--- src/logic/psram_pkg.sv ---
//==========================================================================
// psram controller shared definitions
// widths, serial command opcodes and the command frame layout used
// between the sequencer and the serial shifter
//==========================================================================

package psram_pkg;

	// byte address and host word sizes
	localparam int addr_w = 24;
	localparam int word_w = 32;
	localparam int word_bytes = 4;

	// serial command bytes
	localparam logic [7:0] op_rsten = 8'h66;
	localparam logic [7:0] op_rst = 8'h99;
	localparam logic [7:0] op_write = 8'h02;
	localparam logic [7:0] op_read = 8'h03;

	// opcode goes out first, then the address, MSB first
	typedef struct packed {
		logic [7:0] opcode;
		logic [addr_w-1:0] addr;
	} cmd_fields_t;

	// same word seen as a plain shift vector by the shifter
	typedef union packed {
		cmd_fields_t fields;
		logic [31:0] bits;
	} cmd_frame_u;

	// frame length in bits, up to 32
	typedef logic [5:0] shift_cnt_t;

endpackage

--- src/logic/host_req_if.sv ---
//==========================================================================
// host request channel
// carries one latched word request from the host port to the sequencer
// and returns completion with the read word
//==========================================================================

`timescale 1ns/1ps

interface host_req_if;

	// request side, held stable while pending
	logic pending;
	logic write;
	logic [psram_pkg::addr_w-1:0] addr;
	logic [psram_pkg::word_w-1:0] wdata;

	// sequencer side
	logic taken;
	logic done;
	logic [psram_pkg::word_w-1:0] rdata;

	modport port(output pending, write, addr, wdata, input taken, done, rdata);
	modport seq(input pending, write, addr, wdata, output taken, done, rdata);

endinterface

--- src/logic/spi_frame_if.sv ---
//==========================================================================
// serial frame channel
// one shift frame from the sequencer to the serial shifter, with the
// shifted-in word and a done pulse coming back
//==========================================================================

`timescale 1ns/1ps

interface spi_frame_if;

	// frame request, start is a single-cycle pulse
	logic start;
	psram_pkg::cmd_frame_u frame;
	psram_pkg::shift_cnt_t nbits;
	logic keep_ce;

	// shifter status
	logic busy;
	logic done;
	logic [31:0] rx;

	modport seq(output start, frame, nbits, keep_ce, input busy, done, rx);
	modport shift(input start, frame, nbits, keep_ce, output busy, done, rx);

endinterface

--- src/logic/host_req_port.sv ---
//==========================================================================
// host request port
// four-phase req/ack handshake with the host; latches one request and
// holds it for the sequencer, then returns the read word with ack
//==========================================================================

`timescale 1ns/1ps

module host_req_port (
	input logic clk,
	input logic rst,
	input logic req,
	input logic write,
	input logic [psram_pkg::addr_w-1:0] addr,
	input logic [psram_pkg::word_w-1:0] wdata,
	output logic ack,
	output logic [psram_pkg::word_w-1:0] rdata,
	host_req_if.port q
);

	typedef enum logic [1:0] {WAIT_REQ, BUSY, ACK_HIGH} state_t;

	state_t state;
	// set once the sequencer has picked this request up
	logic started;

	assign q.pending = (state == BUSY);

	always_ff @(posedge clk) begin
		if (rst) begin
			state <= WAIT_REQ;
			ack <= 1'b0;
			started <= 1'b0;
		end else begin
			case (state)
				WAIT_REQ: if (req) begin
					state <= BUSY;
					started <= 1'b0;
				end
				BUSY: begin
					if (q.taken)
						started <= 1'b1;
					if (q.done && started) begin
						ack <= 1'b1;
						state <= ACK_HIGH;
					end
				end
				// hold ack while the host keeps req up
				ACK_HIGH: if (!req) begin
					ack <= 1'b0;
					state <= WAIT_REQ;
				end
				default: state <= WAIT_REQ;
			endcase
		end
	end

	always_ff @(posedge clk) begin
		if (state == WAIT_REQ && req) begin
			q.write <= write;
			q.addr <= addr;
			q.wdata <= wdata;
		end
		if (state == BUSY && q.done)
			rdata <= q.rdata;
	end

endmodule

--- src/logic/psram_sequencer.sv ---
//==========================================================================
// psram command sequencer
// waits out power-up, issues reset-enable and reset, then turns each
// host request into a command frame followed by a 32-bit data frame
//==========================================================================

`timescale 1ns/1ps

module psram_sequencer #(
	parameter int boot_ticks = 2000
) (
	input logic clk,
	input logic rst,
	host_req_if.seq q,
	spi_frame_if.seq f,
	output logic ready
);

	localparam int cnt_w = $clog2(boot_ticks + 1);

	typedef enum logic [2:0] {BOOT, RSTEN, GAP, RST, IDLE, CMD, DATA} state_t;

	state_t state;
	logic [cnt_w-1:0] boot_cnt;

	always_ff @(posedge clk) begin
		f.start <= 1'b0;
		q.taken <= 1'b0;
		q.done <= 1'b0;
		if (rst) begin
			state <= BOOT;
			boot_cnt <= '0;
			ready <= 1'b0;
			f.keep_ce <= 1'b0;
		end else begin
			case (state)
				// power-up wait, shifter keeps CE high and SCLK low
				BOOT: begin
					if (boot_cnt == cnt_w'(boot_ticks - 1))
						state <= RSTEN;
					else
						boot_cnt <= boot_cnt + 1'b1;
				end
				RSTEN: if (!f.busy) begin
					f.start <= 1'b1;
					f.frame.fields.opcode <= psram_pkg::op_rsten;
					f.frame.fields.addr <= '0;
					f.nbits <= psram_pkg::shift_cnt_t'(8);
					f.keep_ce <= 1'b0;
					state <= GAP;
				end
				// shifter holds CE high for a period after the frame
				GAP: if (f.done)
					state <= RST;
				RST: if (!f.busy) begin
					f.start <= 1'b1;
					f.frame.fields.opcode <= psram_pkg::op_rst;
					f.frame.fields.addr <= '0;
					f.nbits <= psram_pkg::shift_cnt_t'(8);
					f.keep_ce <= 1'b0;
					state <= IDLE;
				end
				IDLE: begin
					// start-up is over once the reset frame has drained
					if (!f.busy && !f.start)
						ready <= 1'b1;
					if (ready && q.pending && !f.busy) begin
						f.start <= 1'b1;
						q.taken <= 1'b1;
						f.frame.fields.opcode <= q.write ? psram_pkg::op_write
							: psram_pkg::op_read;
						f.frame.fields.addr <= q.addr;
						f.nbits <= psram_pkg::shift_cnt_t'(8 + psram_pkg::addr_w);
						f.keep_ce <= 1'b1;
						state <= CMD;
					end
				end
				// CE stays low into the data phase
				CMD: if (f.done) begin
					f.start <= 1'b1;
					f.frame.bits <= q.write ? q.wdata : '0;
					f.nbits <= psram_pkg::shift_cnt_t'(psram_pkg::word_bytes * 8);
					f.keep_ce <= 1'b0;
					state <= DATA;
				end
				DATA: if (f.done) begin
					q.rdata <= f.rx;
					q.done <= 1'b1;
					state <= IDLE;
				end
				default: state <= BOOT;
			endcase
		end
	end

endmodule

--- src/logic/spi_shifter.sv ---
//==========================================================================
// serial shifter, SPI mode 0
// divides the clock into SCLK half periods, drives CE, shifts a frame
// out MSB first on falling edges and samples MISO on rising edges
//==========================================================================

`timescale 1ns/1ps

module spi_shifter #(
	parameter int clk_div = 2
) (
	input logic clk,
	input logic rst,
	spi_frame_if.shift f,
	output logic ce,
	output logic sclk,
	output logic mosi,
	input logic miso
);

	localparam int div_w = (clk_div > 1) ? $clog2(clk_div) : 1;

	logic [div_w-1:0] div_cnt;
	psram_pkg::shift_cnt_t bit_cnt;
	logic [31:0] tx_sr;
	logic keep;
	// CE-high recovery after a frame that closes the command
	logic gap;

	always_ff @(posedge clk) begin
		f.done <= 1'b0;
		if (rst) begin
			f.busy <= 1'b0;
			ce <= 1'b1;
			sclk <= 1'b0;
			mosi <= 1'b0;
			gap <= 1'b0;
			div_cnt <= '0;
			bit_cnt <= '0;
		end else if (!f.busy) begin
			div_cnt <= '0;
			if (f.start) begin
				// first bit is on mosi before the first rising edge
				f.busy <= 1'b1;
				ce <= 1'b0;
				mosi <= f.frame.bits[31];
				tx_sr <= {f.frame.bits[30:0], 1'b0};
				bit_cnt <= f.nbits;
				keep <= f.keep_ce;
			end
		end else if (div_cnt != div_w'(clk_div - 1)) begin
			div_cnt <= div_cnt + 1'b1;
		end else begin
			div_cnt <= '0;
			if (gap) begin
				// two half periods with CE high
				if (bit_cnt == 1) begin
					gap <= 1'b0;
					f.busy <= 1'b0;
				end else begin
					bit_cnt <= bit_cnt - 1'b1;
				end
			end else if (!sclk) begin
				sclk <= 1'b1;
				f.rx <= {f.rx[30:0], miso};
			end else begin
				sclk <= 1'b0;
				if (bit_cnt == 1) begin
					f.done <= 1'b1;
					if (keep) begin
						f.busy <= 1'b0;
					end else begin
						ce <= 1'b1;
						gap <= 1'b1;
						bit_cnt <= psram_pkg::shift_cnt_t'(2);
					end
				end else begin
					bit_cnt <= bit_cnt - 1'b1;
					mosi <= tx_sr[31];
					tx_sr <= {tx_sr[30:0], 1'b0};
				end
			end
		end
	end

endmodule

--- src/logic/psram_ctrl_top.sv ---
//==========================================================================
// serial psram controller top level
// host handshake port, command sequencer and SPI shifter
//==========================================================================

`timescale 1ns/1ps

module psram_ctrl_top #(
	parameter int boot_ticks = 2000,
	parameter int clk_div = 2
) (
	input logic clk,
	input logic rst,
	input logic req,
	input logic write,
	input logic [psram_pkg::addr_w-1:0] addr,
	input logic [psram_pkg::word_w-1:0] wdata,
	output logic ack,
	output logic [psram_pkg::word_w-1:0] rdata,
	output logic ready,
	output logic ce,
	output logic sclk,
	output logic mosi,
	input logic miso
);

	host_req_if req_ch ();
	spi_frame_if frame_ch ();

	host_req_port host_req_port_i (
		.clk(clk),
		.rst(rst),
		.req(req),
		.write(write),
		.addr(addr),
		.wdata(wdata),
		.ack(ack),
		.rdata(rdata),
		.q(req_ch.port)
	);

	psram_sequencer #(
		.boot_ticks(boot_ticks)
	) psram_sequencer_i (
		.clk(clk),
		.rst(rst),
		.q(req_ch.seq),
		.f(frame_ch.seq),
		.ready(ready)
	);

	spi_shifter #(
		.clk_div(clk_div)
	) spi_shifter_i (
		.clk(clk),
		.rst(rst),
		.f(frame_ch.shift),
		.ce(ce),
		.sclk(sclk),
		.mosi(mosi),
		.miso(miso)
	);

endmodule

--- config.mk ---
export PLATFORM = sky130hd
export DESIGN_NAME = psram_ctrl_top
export DESIGN_NICKNAME = d
export VERILOG_FILES = /design/src/logic/psram_pkg.sv /design/src/logic/host_req_if.sv /design/src/logic/spi_frame_if.sv /design/src/logic/host_req_port.sv /design/src/logic/psram_sequencer.sv /design/src/logic/spi_shifter.sv /design/src/logic/psram_ctrl_top.sv
export SDC_FILE = /design/constraint.sdc
export NUM_CORES = 1
export LEC_CHECK = 0
export CORE_AREA = 4 4 138 114
export DETAILED_ROUTE_END_ITERATION = 12
export DIE_AREA = 0 0 142 118
export DONT_BUFFER_PORTS = 1
export PLACE_DENSITY_LB_ADDON = 0.3
export REMOVE_ABC_BUFFERS = 1
export SETUP_SLACK_MARGIN = 0.2
export SYNTH_ARGS = -nofsm -noshare
export SYNTH_HDL_FRONTEND = slang
export SYNTH_HIERARCHICAL = 1
export SYNTH_SLANG_ARGS = --single-unit
--- constraint.sdc ---
create_clock -name clk -period 14.4 [get_ports clk]
set_input_delay 2.16 -clock clk [delete_from_list [all_inputs] [get_ports clk]]
set_output_delay 2.16 -clock clk [all_outputs]
set_load 0.01 [all_outputs]
**After elaboration in Yosys (flattened, before gate mapping)**

Cells that the tools add are included.
W data, S select, Z words.

- Output and inout port bits: 37
- Logic and storage cells: 185
- Register bits after elaboration: 260

- Bitwise operators: 8
- Equal/unequal tests: 31
- Mux-type cells: 77
- Add/sub/neg operators: 3
- Reductions and logical operators: 38

Operators with widths:

| operator | count |
|---|---|
| $mux W32 | 11 |
| $pmux W32 S4 | 1 |
| $mux W6 | 11 |
| $mux W1 | 37 |
| $ne A2 B2 Y1 const B | 13 |
| $mux W3 | 7 |
| $pmux W3 S7 | 1 |
| $reduce_and A5 Y1 | 4 |
| $pmux W6 S3 | 1 |
| $reduce_and A3 Y1 | 6 |
| $reduce_and A6 Y1 | 3 |
| $add A11 B1 Y11 const B | 1 |
| $eq A11 B11 Y1 const B | 1 |
| $ne A2 B1 Y1 const B | 5 |
| $eq A3 B3 Y1 const B | 3 |
| $not A1 Y1 | 8 |
| $reduce_and A7 Y1 | 1 |
| $eq A3 B2 Y1 const B | 2 |
| $eq A6 B1 Y1 const B | 1 |
| $logic_and A1 B1 Y1 | 6 |
| $mux W2 | 3 |
| $ne A3 B3 Y1 const B | 2 |
| $pmux W1 S3 | 2 |
| $pmux W2 S3 | 1 |
| other kinds (18) | 26 |

**Depth between registers and ports, before layout**

- Depth after elaboration: 6
- Gate-level depth with buffers: 7
- Gate-level depth less buffers: 6

**Hierarchy**

Netlist, hierarchy kept.

By module, submodules not included:

| module | sequential area each (um2) | instances | cells an instance | area each (um2) |
|---|---|---|---|---|
| psram_sequencer | 2362.3 | 1 | 238 | 3300.7 |
| spi_shifter | 2182.1 | 1 | 193 | 3039.2 |
| host_req_port | 2752.6 | 1 | 108 | 2851.5 |

**Worst setup path after synthesis**

Ideal clock, no wire load.

- Kind: input -> register
- Start: input port rst
- End: register psram_sequencer_i.q.rdata[0] (enable)
- Path slack: 8.134 ns
- Stages on the path: 2
- Library setup time: 0.513 ns
- Arrival time: 5.753 ns
- Cell sequence: clkbuf_1 > nor4b_1

- Cells in the longest elaborated chain, start to end: 2

RTL lines:

| item | line | source |
|---|---|---|
| start, declared | psram_ctrl_top.sv:13 | `input logic rst,` |
| $not A1 Y1 (no source line) | -- |  |
| $reduce_and A3 Y1 (no source line) | -- |  |
| end signal, assigned | psram_sequencer.sv:87 | `q.rdata <= f.rx;` |
| end, declared | host_req_if.sv:23 | `modport seq(input pending, write, addr, wdata, output taken, done, rdata);` |

Every way passes these cells.
A chain may end at the register's enable or synchronous reset.

**Final worst setup path**

- Start: register psram_sequencer_i.state[2]
- End: register psram_sequencer_i.f.frame[24] (enable)

- Cells in the longest elaborated chain, start to end: 3
- Elaborated cells between the ends (all ways): 10

RTL lines:

| item | line | source |
|---|---|---|
| start, declared | psram_sequencer.sv:23 | `state_t state;` |
| start signal, assigned | psram_sequencer.sv:31 | `state <= BOOT;` |
| start signal, assigned | psram_sequencer.sv:40 | `state <= RSTEN;` |
| start signal, assigned | psram_sequencer.sv:50 | `state <= GAP;` |
| $eq A3 B1 Y1, or another cell as far along | psram_sequencer.sv:36 | `case (state)` |
| $reduce_bool A4 Y1 (no source line), or another cell as far along | -- |  |
| $reduce_and A6 Y1 (no source line) * | -- |  |
| end, declared | spi_frame_if.sv:22 | `modport seq(output start, frame, nbits, keep_ce, input busy, done, rx);` |

Every way passes the cells marked *; elsewhere a longest branch is shown, timed or not.

==> results.md <==
- The flow ran to the end, and the final reports show no timing, DRC or antenna violations.
- Synthesis inferred 255 register bits.
- In this run the biggest area consumer among cell types represents around 72% of the synthesized area.
- In this run the worst setup path begins at psram_sequencer_i/state[2].
- The floorplan die width is about 140 um.
- After routing, the total negative slack on setup checks comes to 0 ns.
- The number of slew-limit violations in the final report is 0.
- The post-synthesis async set-or-reset flop share is 0%.
- Power spread over the standard cell area amounts to 147.2 nW/um^2.
- After clock tree synthesis, the clock-pin slew on the worst setup and hold paths is roughly 0.07 ns.
- The most common cell after layout, fill and taps aside is sky130_fd_sc_hd__edfxtp_1.
- The worst setup path is captured at a flip-flop.
- The total overflow left after global routing is 0.
- Once the floorplan was initialized, standard cells occupied 64.73% of the core.
- In the post-route analysis, the smallest setup slack over all paths is 10.91 ns.
- The initialized floorplan defines 39 standard-cell rows.
- In the layout the commonest cells are sky130_fd_sc_hd__edfxtp_1 (219), sky130_fd_sc_hd__dfxtp_1 (35), sky130_fd_sc_hd__mux2_2 (30).
- By area the synthesized netlist is led by sky130_fd_sc_hd__edfxtp_1 (72%), sky130_fd_sc_hd__dfxtp_1 (7.8%), sky130_fd_sc_hd__mux2_2 (3.7%), sky130_fd_sc_hd__a22o_1 (2.3%), sky130_fd_sc_hd__a21oi_1 (1.3%).
- The delay of the slowest critical-path stage is 0.95 ns.
- In this run, CTS created clock tree buffers numbering 24.
- Buffers added to address setup during post-CTS repair amount to 0.
- The count of buffers added on input and output ports is 0.
- The count of inserted antenna diode cells is 0.
- The core area is around 14000 sq um.
- Headroom to the max-slew limit came out at 18.96%.
- The startpoint identified for the worst register-to-register timing path is psram_sequencer_i/state[2].
- The total track usage is 18.25%.
- The cell sitting at the root of the clock tree is a sky130_fd_sc_hd__clkbuf_16.
- The number of ports placed on the die boundary is just under 100.
- The post-cts repair resize count is 0.
- The detailed router finished its first iteration with 371 violations.
- The worst setup path is launched from a flip-flop.
- The worst hold path begins at psram_sequencer_i/q.rdata[9].
- The area of the mapped netlist is 9191 sq um.
- Entering global routing, the biggest net connects 60 pins.
- Traced cell by cell, the critical path runs through nand2b_1 -> nor2_2 -> nand4_1 -> a21oi_4.
- The maximum buffer depth of the clock tree is 3.
- The first-pass GRT wire length is 24190 um.
- The final number of hold-violating endpoints is 0.
- Of the cells placed in the final design, the portion with a size suffix greater than 1 is about 14%.
- TritonCTS built the clock tree.
- The final layout contains routed wiring with a total length of 15560 um.
- Before CTS, the worst setup slack after placement is 11.00 ns.
- The average instance area after synthesis is 17.05 sq um.
- The initial antenna violation count is 0.
- The number of placed instances, taps included is 707.
- The die covers 16760 sq um.
- The transition time at the pin with the least slew margin is 1.216 ns.
- The pre-antenna-repair detailed-routing pass consisted of 6 iterations.
- The count of unresolved DRC violations after routing is 0.
- The number of global-route vias before repair is between 4000 and 5000.
- The post-layout total power is about 1500 uW.
- The signal arrival time at the worst endpoint is 3.62 ns.
- Clock skew on the completed layout was measured at 0.01601 ns.
- Using the TritonRoute via totals, the vias-per-cell ratio works out to about 6.1.
- The top fanout value on the critical path is 32.
- Setup violations remaining at the end of the flow were counted as 0.
- The sequential area share after synthesis is 79.39%.
- After legalization and detailed placement, the total HPWL measured about 9000 um.
- The area growth from synthesis to layout is 10.47%.
- The count of hold-fix buffers inserted at cts is 0.
- Max-cap violations in this run came to 0.
- For this run, the post-layout net count is 613.
- At the later pin of the worst-skew pair, clock insertion delay measures 0.53 ns.
- The gate count of the mapped netlist is 539.
- The detailed router placed 4553 vias in this run.
- Data on the critical path is required at its endpoint by 14.53 ns.
- The detail-routed net length per standard cell is 20.74 um.
- The number of flops mapped to enable cells by yosys is 219.
- The critical-path cell with the highest stage delay is sky130_fd_sc_hd__a21oi_4.
- The critical path is of the flip-flop to flip-flop type.
- For this design, the sink count on the clock tree is 255.
- The post-layout minimum cycle time is 3.486 ns.
- Once detail routing completed, the nets flagged for antenna violations numbered 0.
- The maximum VDD drop is 0.1099 mV.
- The non-filler instance count after layout is 750.
- The portion of the clock cycle consumed by the worst path in the final layout is 24.21%.
- Setup repair after global routing left no endpoint under its margin.
- The biggest area contributor in the post-synthesis netlist is sky130_fd_sc_hd__edfxtp_1.
- The type of the tightest min-delay check is flip-flop to flip-flop.
- The unique cell type count in the Yosys netlist is 63.
- The count of synthesis-stage warnings from yosys is 6.
- Based on the critical path, the design can be clocked at up to about 0.29 GHz.
- The congestion estimate from routability-driven global placement came to between 0.8 and 0.9.
- The depth of the CTS H-tree is 1.
- The analysis attributes to cell leakage a power of around 0.0033 uW.
- The predominant post-synthesis flop cell is sky130_fd_sc_hd__edfxtp_1.
- Measured along the y axis, the die boundary spans ~120 um.
## cells by family after synthesis
kind of cell / synth area share [%]
XOR/XNOR: 0.7624
adder cells (fa/ha/maj): 0.4084
multiplexers: 3.893
other: 0.04080
AO/OA/AOI/OAI: 7.133
AND/OR/NAND/NOR: 6.561
buffers and inverters: 1.811
flip-flops: 79.39
## synth_stat cells (4+ instances only)
cell / n
sky130_fd_sc_hd__nand4_1: 5
sky130_fd_sc_hd__nor4_1: 6
sky130_fd_sc_hd__nand2b_1: 5
sky130_fd_sc_hd__nor2b_1: 4
sky130_fd_sc_hd__clkbuf_1: 11
sky130_fd_sc_hd__a31oi_1: 4
sky130_fd_sc_hd__edfxtp_1: 219
sky130_fd_sc_hd__xnor2_1: 8
sky130_fd_sc_hd__buf_2: 7
sky130_fd_sc_hd__nor2_1: 27
sky130_fd_sc_hd__o21ai_0: 13
sky130_fd_sc_hd__nand2_1: 17
sky130_fd_sc_hd__buf_4: 4
sky130_fd_sc_hd__nand3_1: 12
sky130_fd_sc_hd__inv_1: 13
sky130_fd_sc_hd__or3_1: 4
sky130_fd_sc_hd__a22o_1: 24
sky130_fd_sc_hd__mux2_2: 30
sky130_fd_sc_hd__nor3_1: 5
sky130_fd_sc_hd__a21oi_1: 24
sky130_fd_sc_hd__dfxtp_1: 36
## flip-flops by register name, indices dropped and copies added, names as in the netlist, 2 cells and up
| signal | cells |
|---|---|
| host_req_port_i/q.wdata | 32 |
| psram_sequencer_i/q.rdata | 32 |
| spi_shifter_i/f.rx | 32 |
| psram_sequencer_i/boot_cnt | 11 |
| psram_sequencer_i/f.nbits | 2 |
| host_req_port_i/state | 2 |
| spi_shifter_i/bit_cnt | 6 |
| psram_sequencer_i/state | 3 |
| host_req_port_i/rdata | 32 |
| host_req_port_i/q.addr | 24 |
| spi_shifter_i/tx_sr | 31 |
| psram_sequencer_i/f.frame | 32 |
## worst max-delay path, delay by kind of cell, from the launching register on
kind	cells	cell delay (ns)
and+or+nand+nor	3	1.54
AOI/OAI and AO/OA	1	0.95
DFF	1	0.60
## per-stage QoR
step / instance area (sq um) / utilization (%) / hold WS, ns
4_1_cts: 10150 / 71.50 / 0.4203
3_3_place_gp: 9393 / 66.15 / 0.4018
6_report: 10150 / 71.50 / 0.4205
3_5_place_dp: 9393 / 66.15 / 0.4052
2_1_floorplan: 9089 / - / 0.4003
5_1_grt: 10150 / 71.50 / 0.4202
## power by group
group          leakage (uW)  total [uW]  internal [uW]  switching [uW]
logic              0.000602        48.2           21.3            26.8
clock network      0.000363         607            350             257
registers           0.00229         839            821            17.6
total               0.00326        1490           1190             302
## area by class of cell
cell class              instances  area (sq um)
clock buffers                  33         644.4
clock inverters                10         116.4
fillers                       843          4046
inverters                      14         52.55
multi-input cells             249          1774
flip-flops and latches        255          7298
well taps                     184         230.2
repair buffers                  5         37.54
## final timing paths
path                            slack (ns)                       endpoint  depth (start not counted)
worst min register to register        0.42       host_req_port_i/rdata[9]                          0
worst max register to register       10.91  psram_sequencer_i/f.frame[24]                          4
worst min-delay path                  0.42       host_req_port_i/rdata[9]                          0
worst max-delay path                 10.91  psram_sequencer_i/f.frame[24]                          4
## metal layers
| metal | share of wire, % | up-vias | global-route usage, % |
|---|---|---|---|
| met1 | 41 | 2253 | 25.14 |
| met2 | 50 | 162 | 29.30 |
| met4 | 2.1 | 0 | 4.436 |
| met3 | 7.0 | 28 | 4.955 |
| li1 | - | 2110 | - |
| met5 | 0 | - | 0 |
Power figures use the tool's default switching activity.
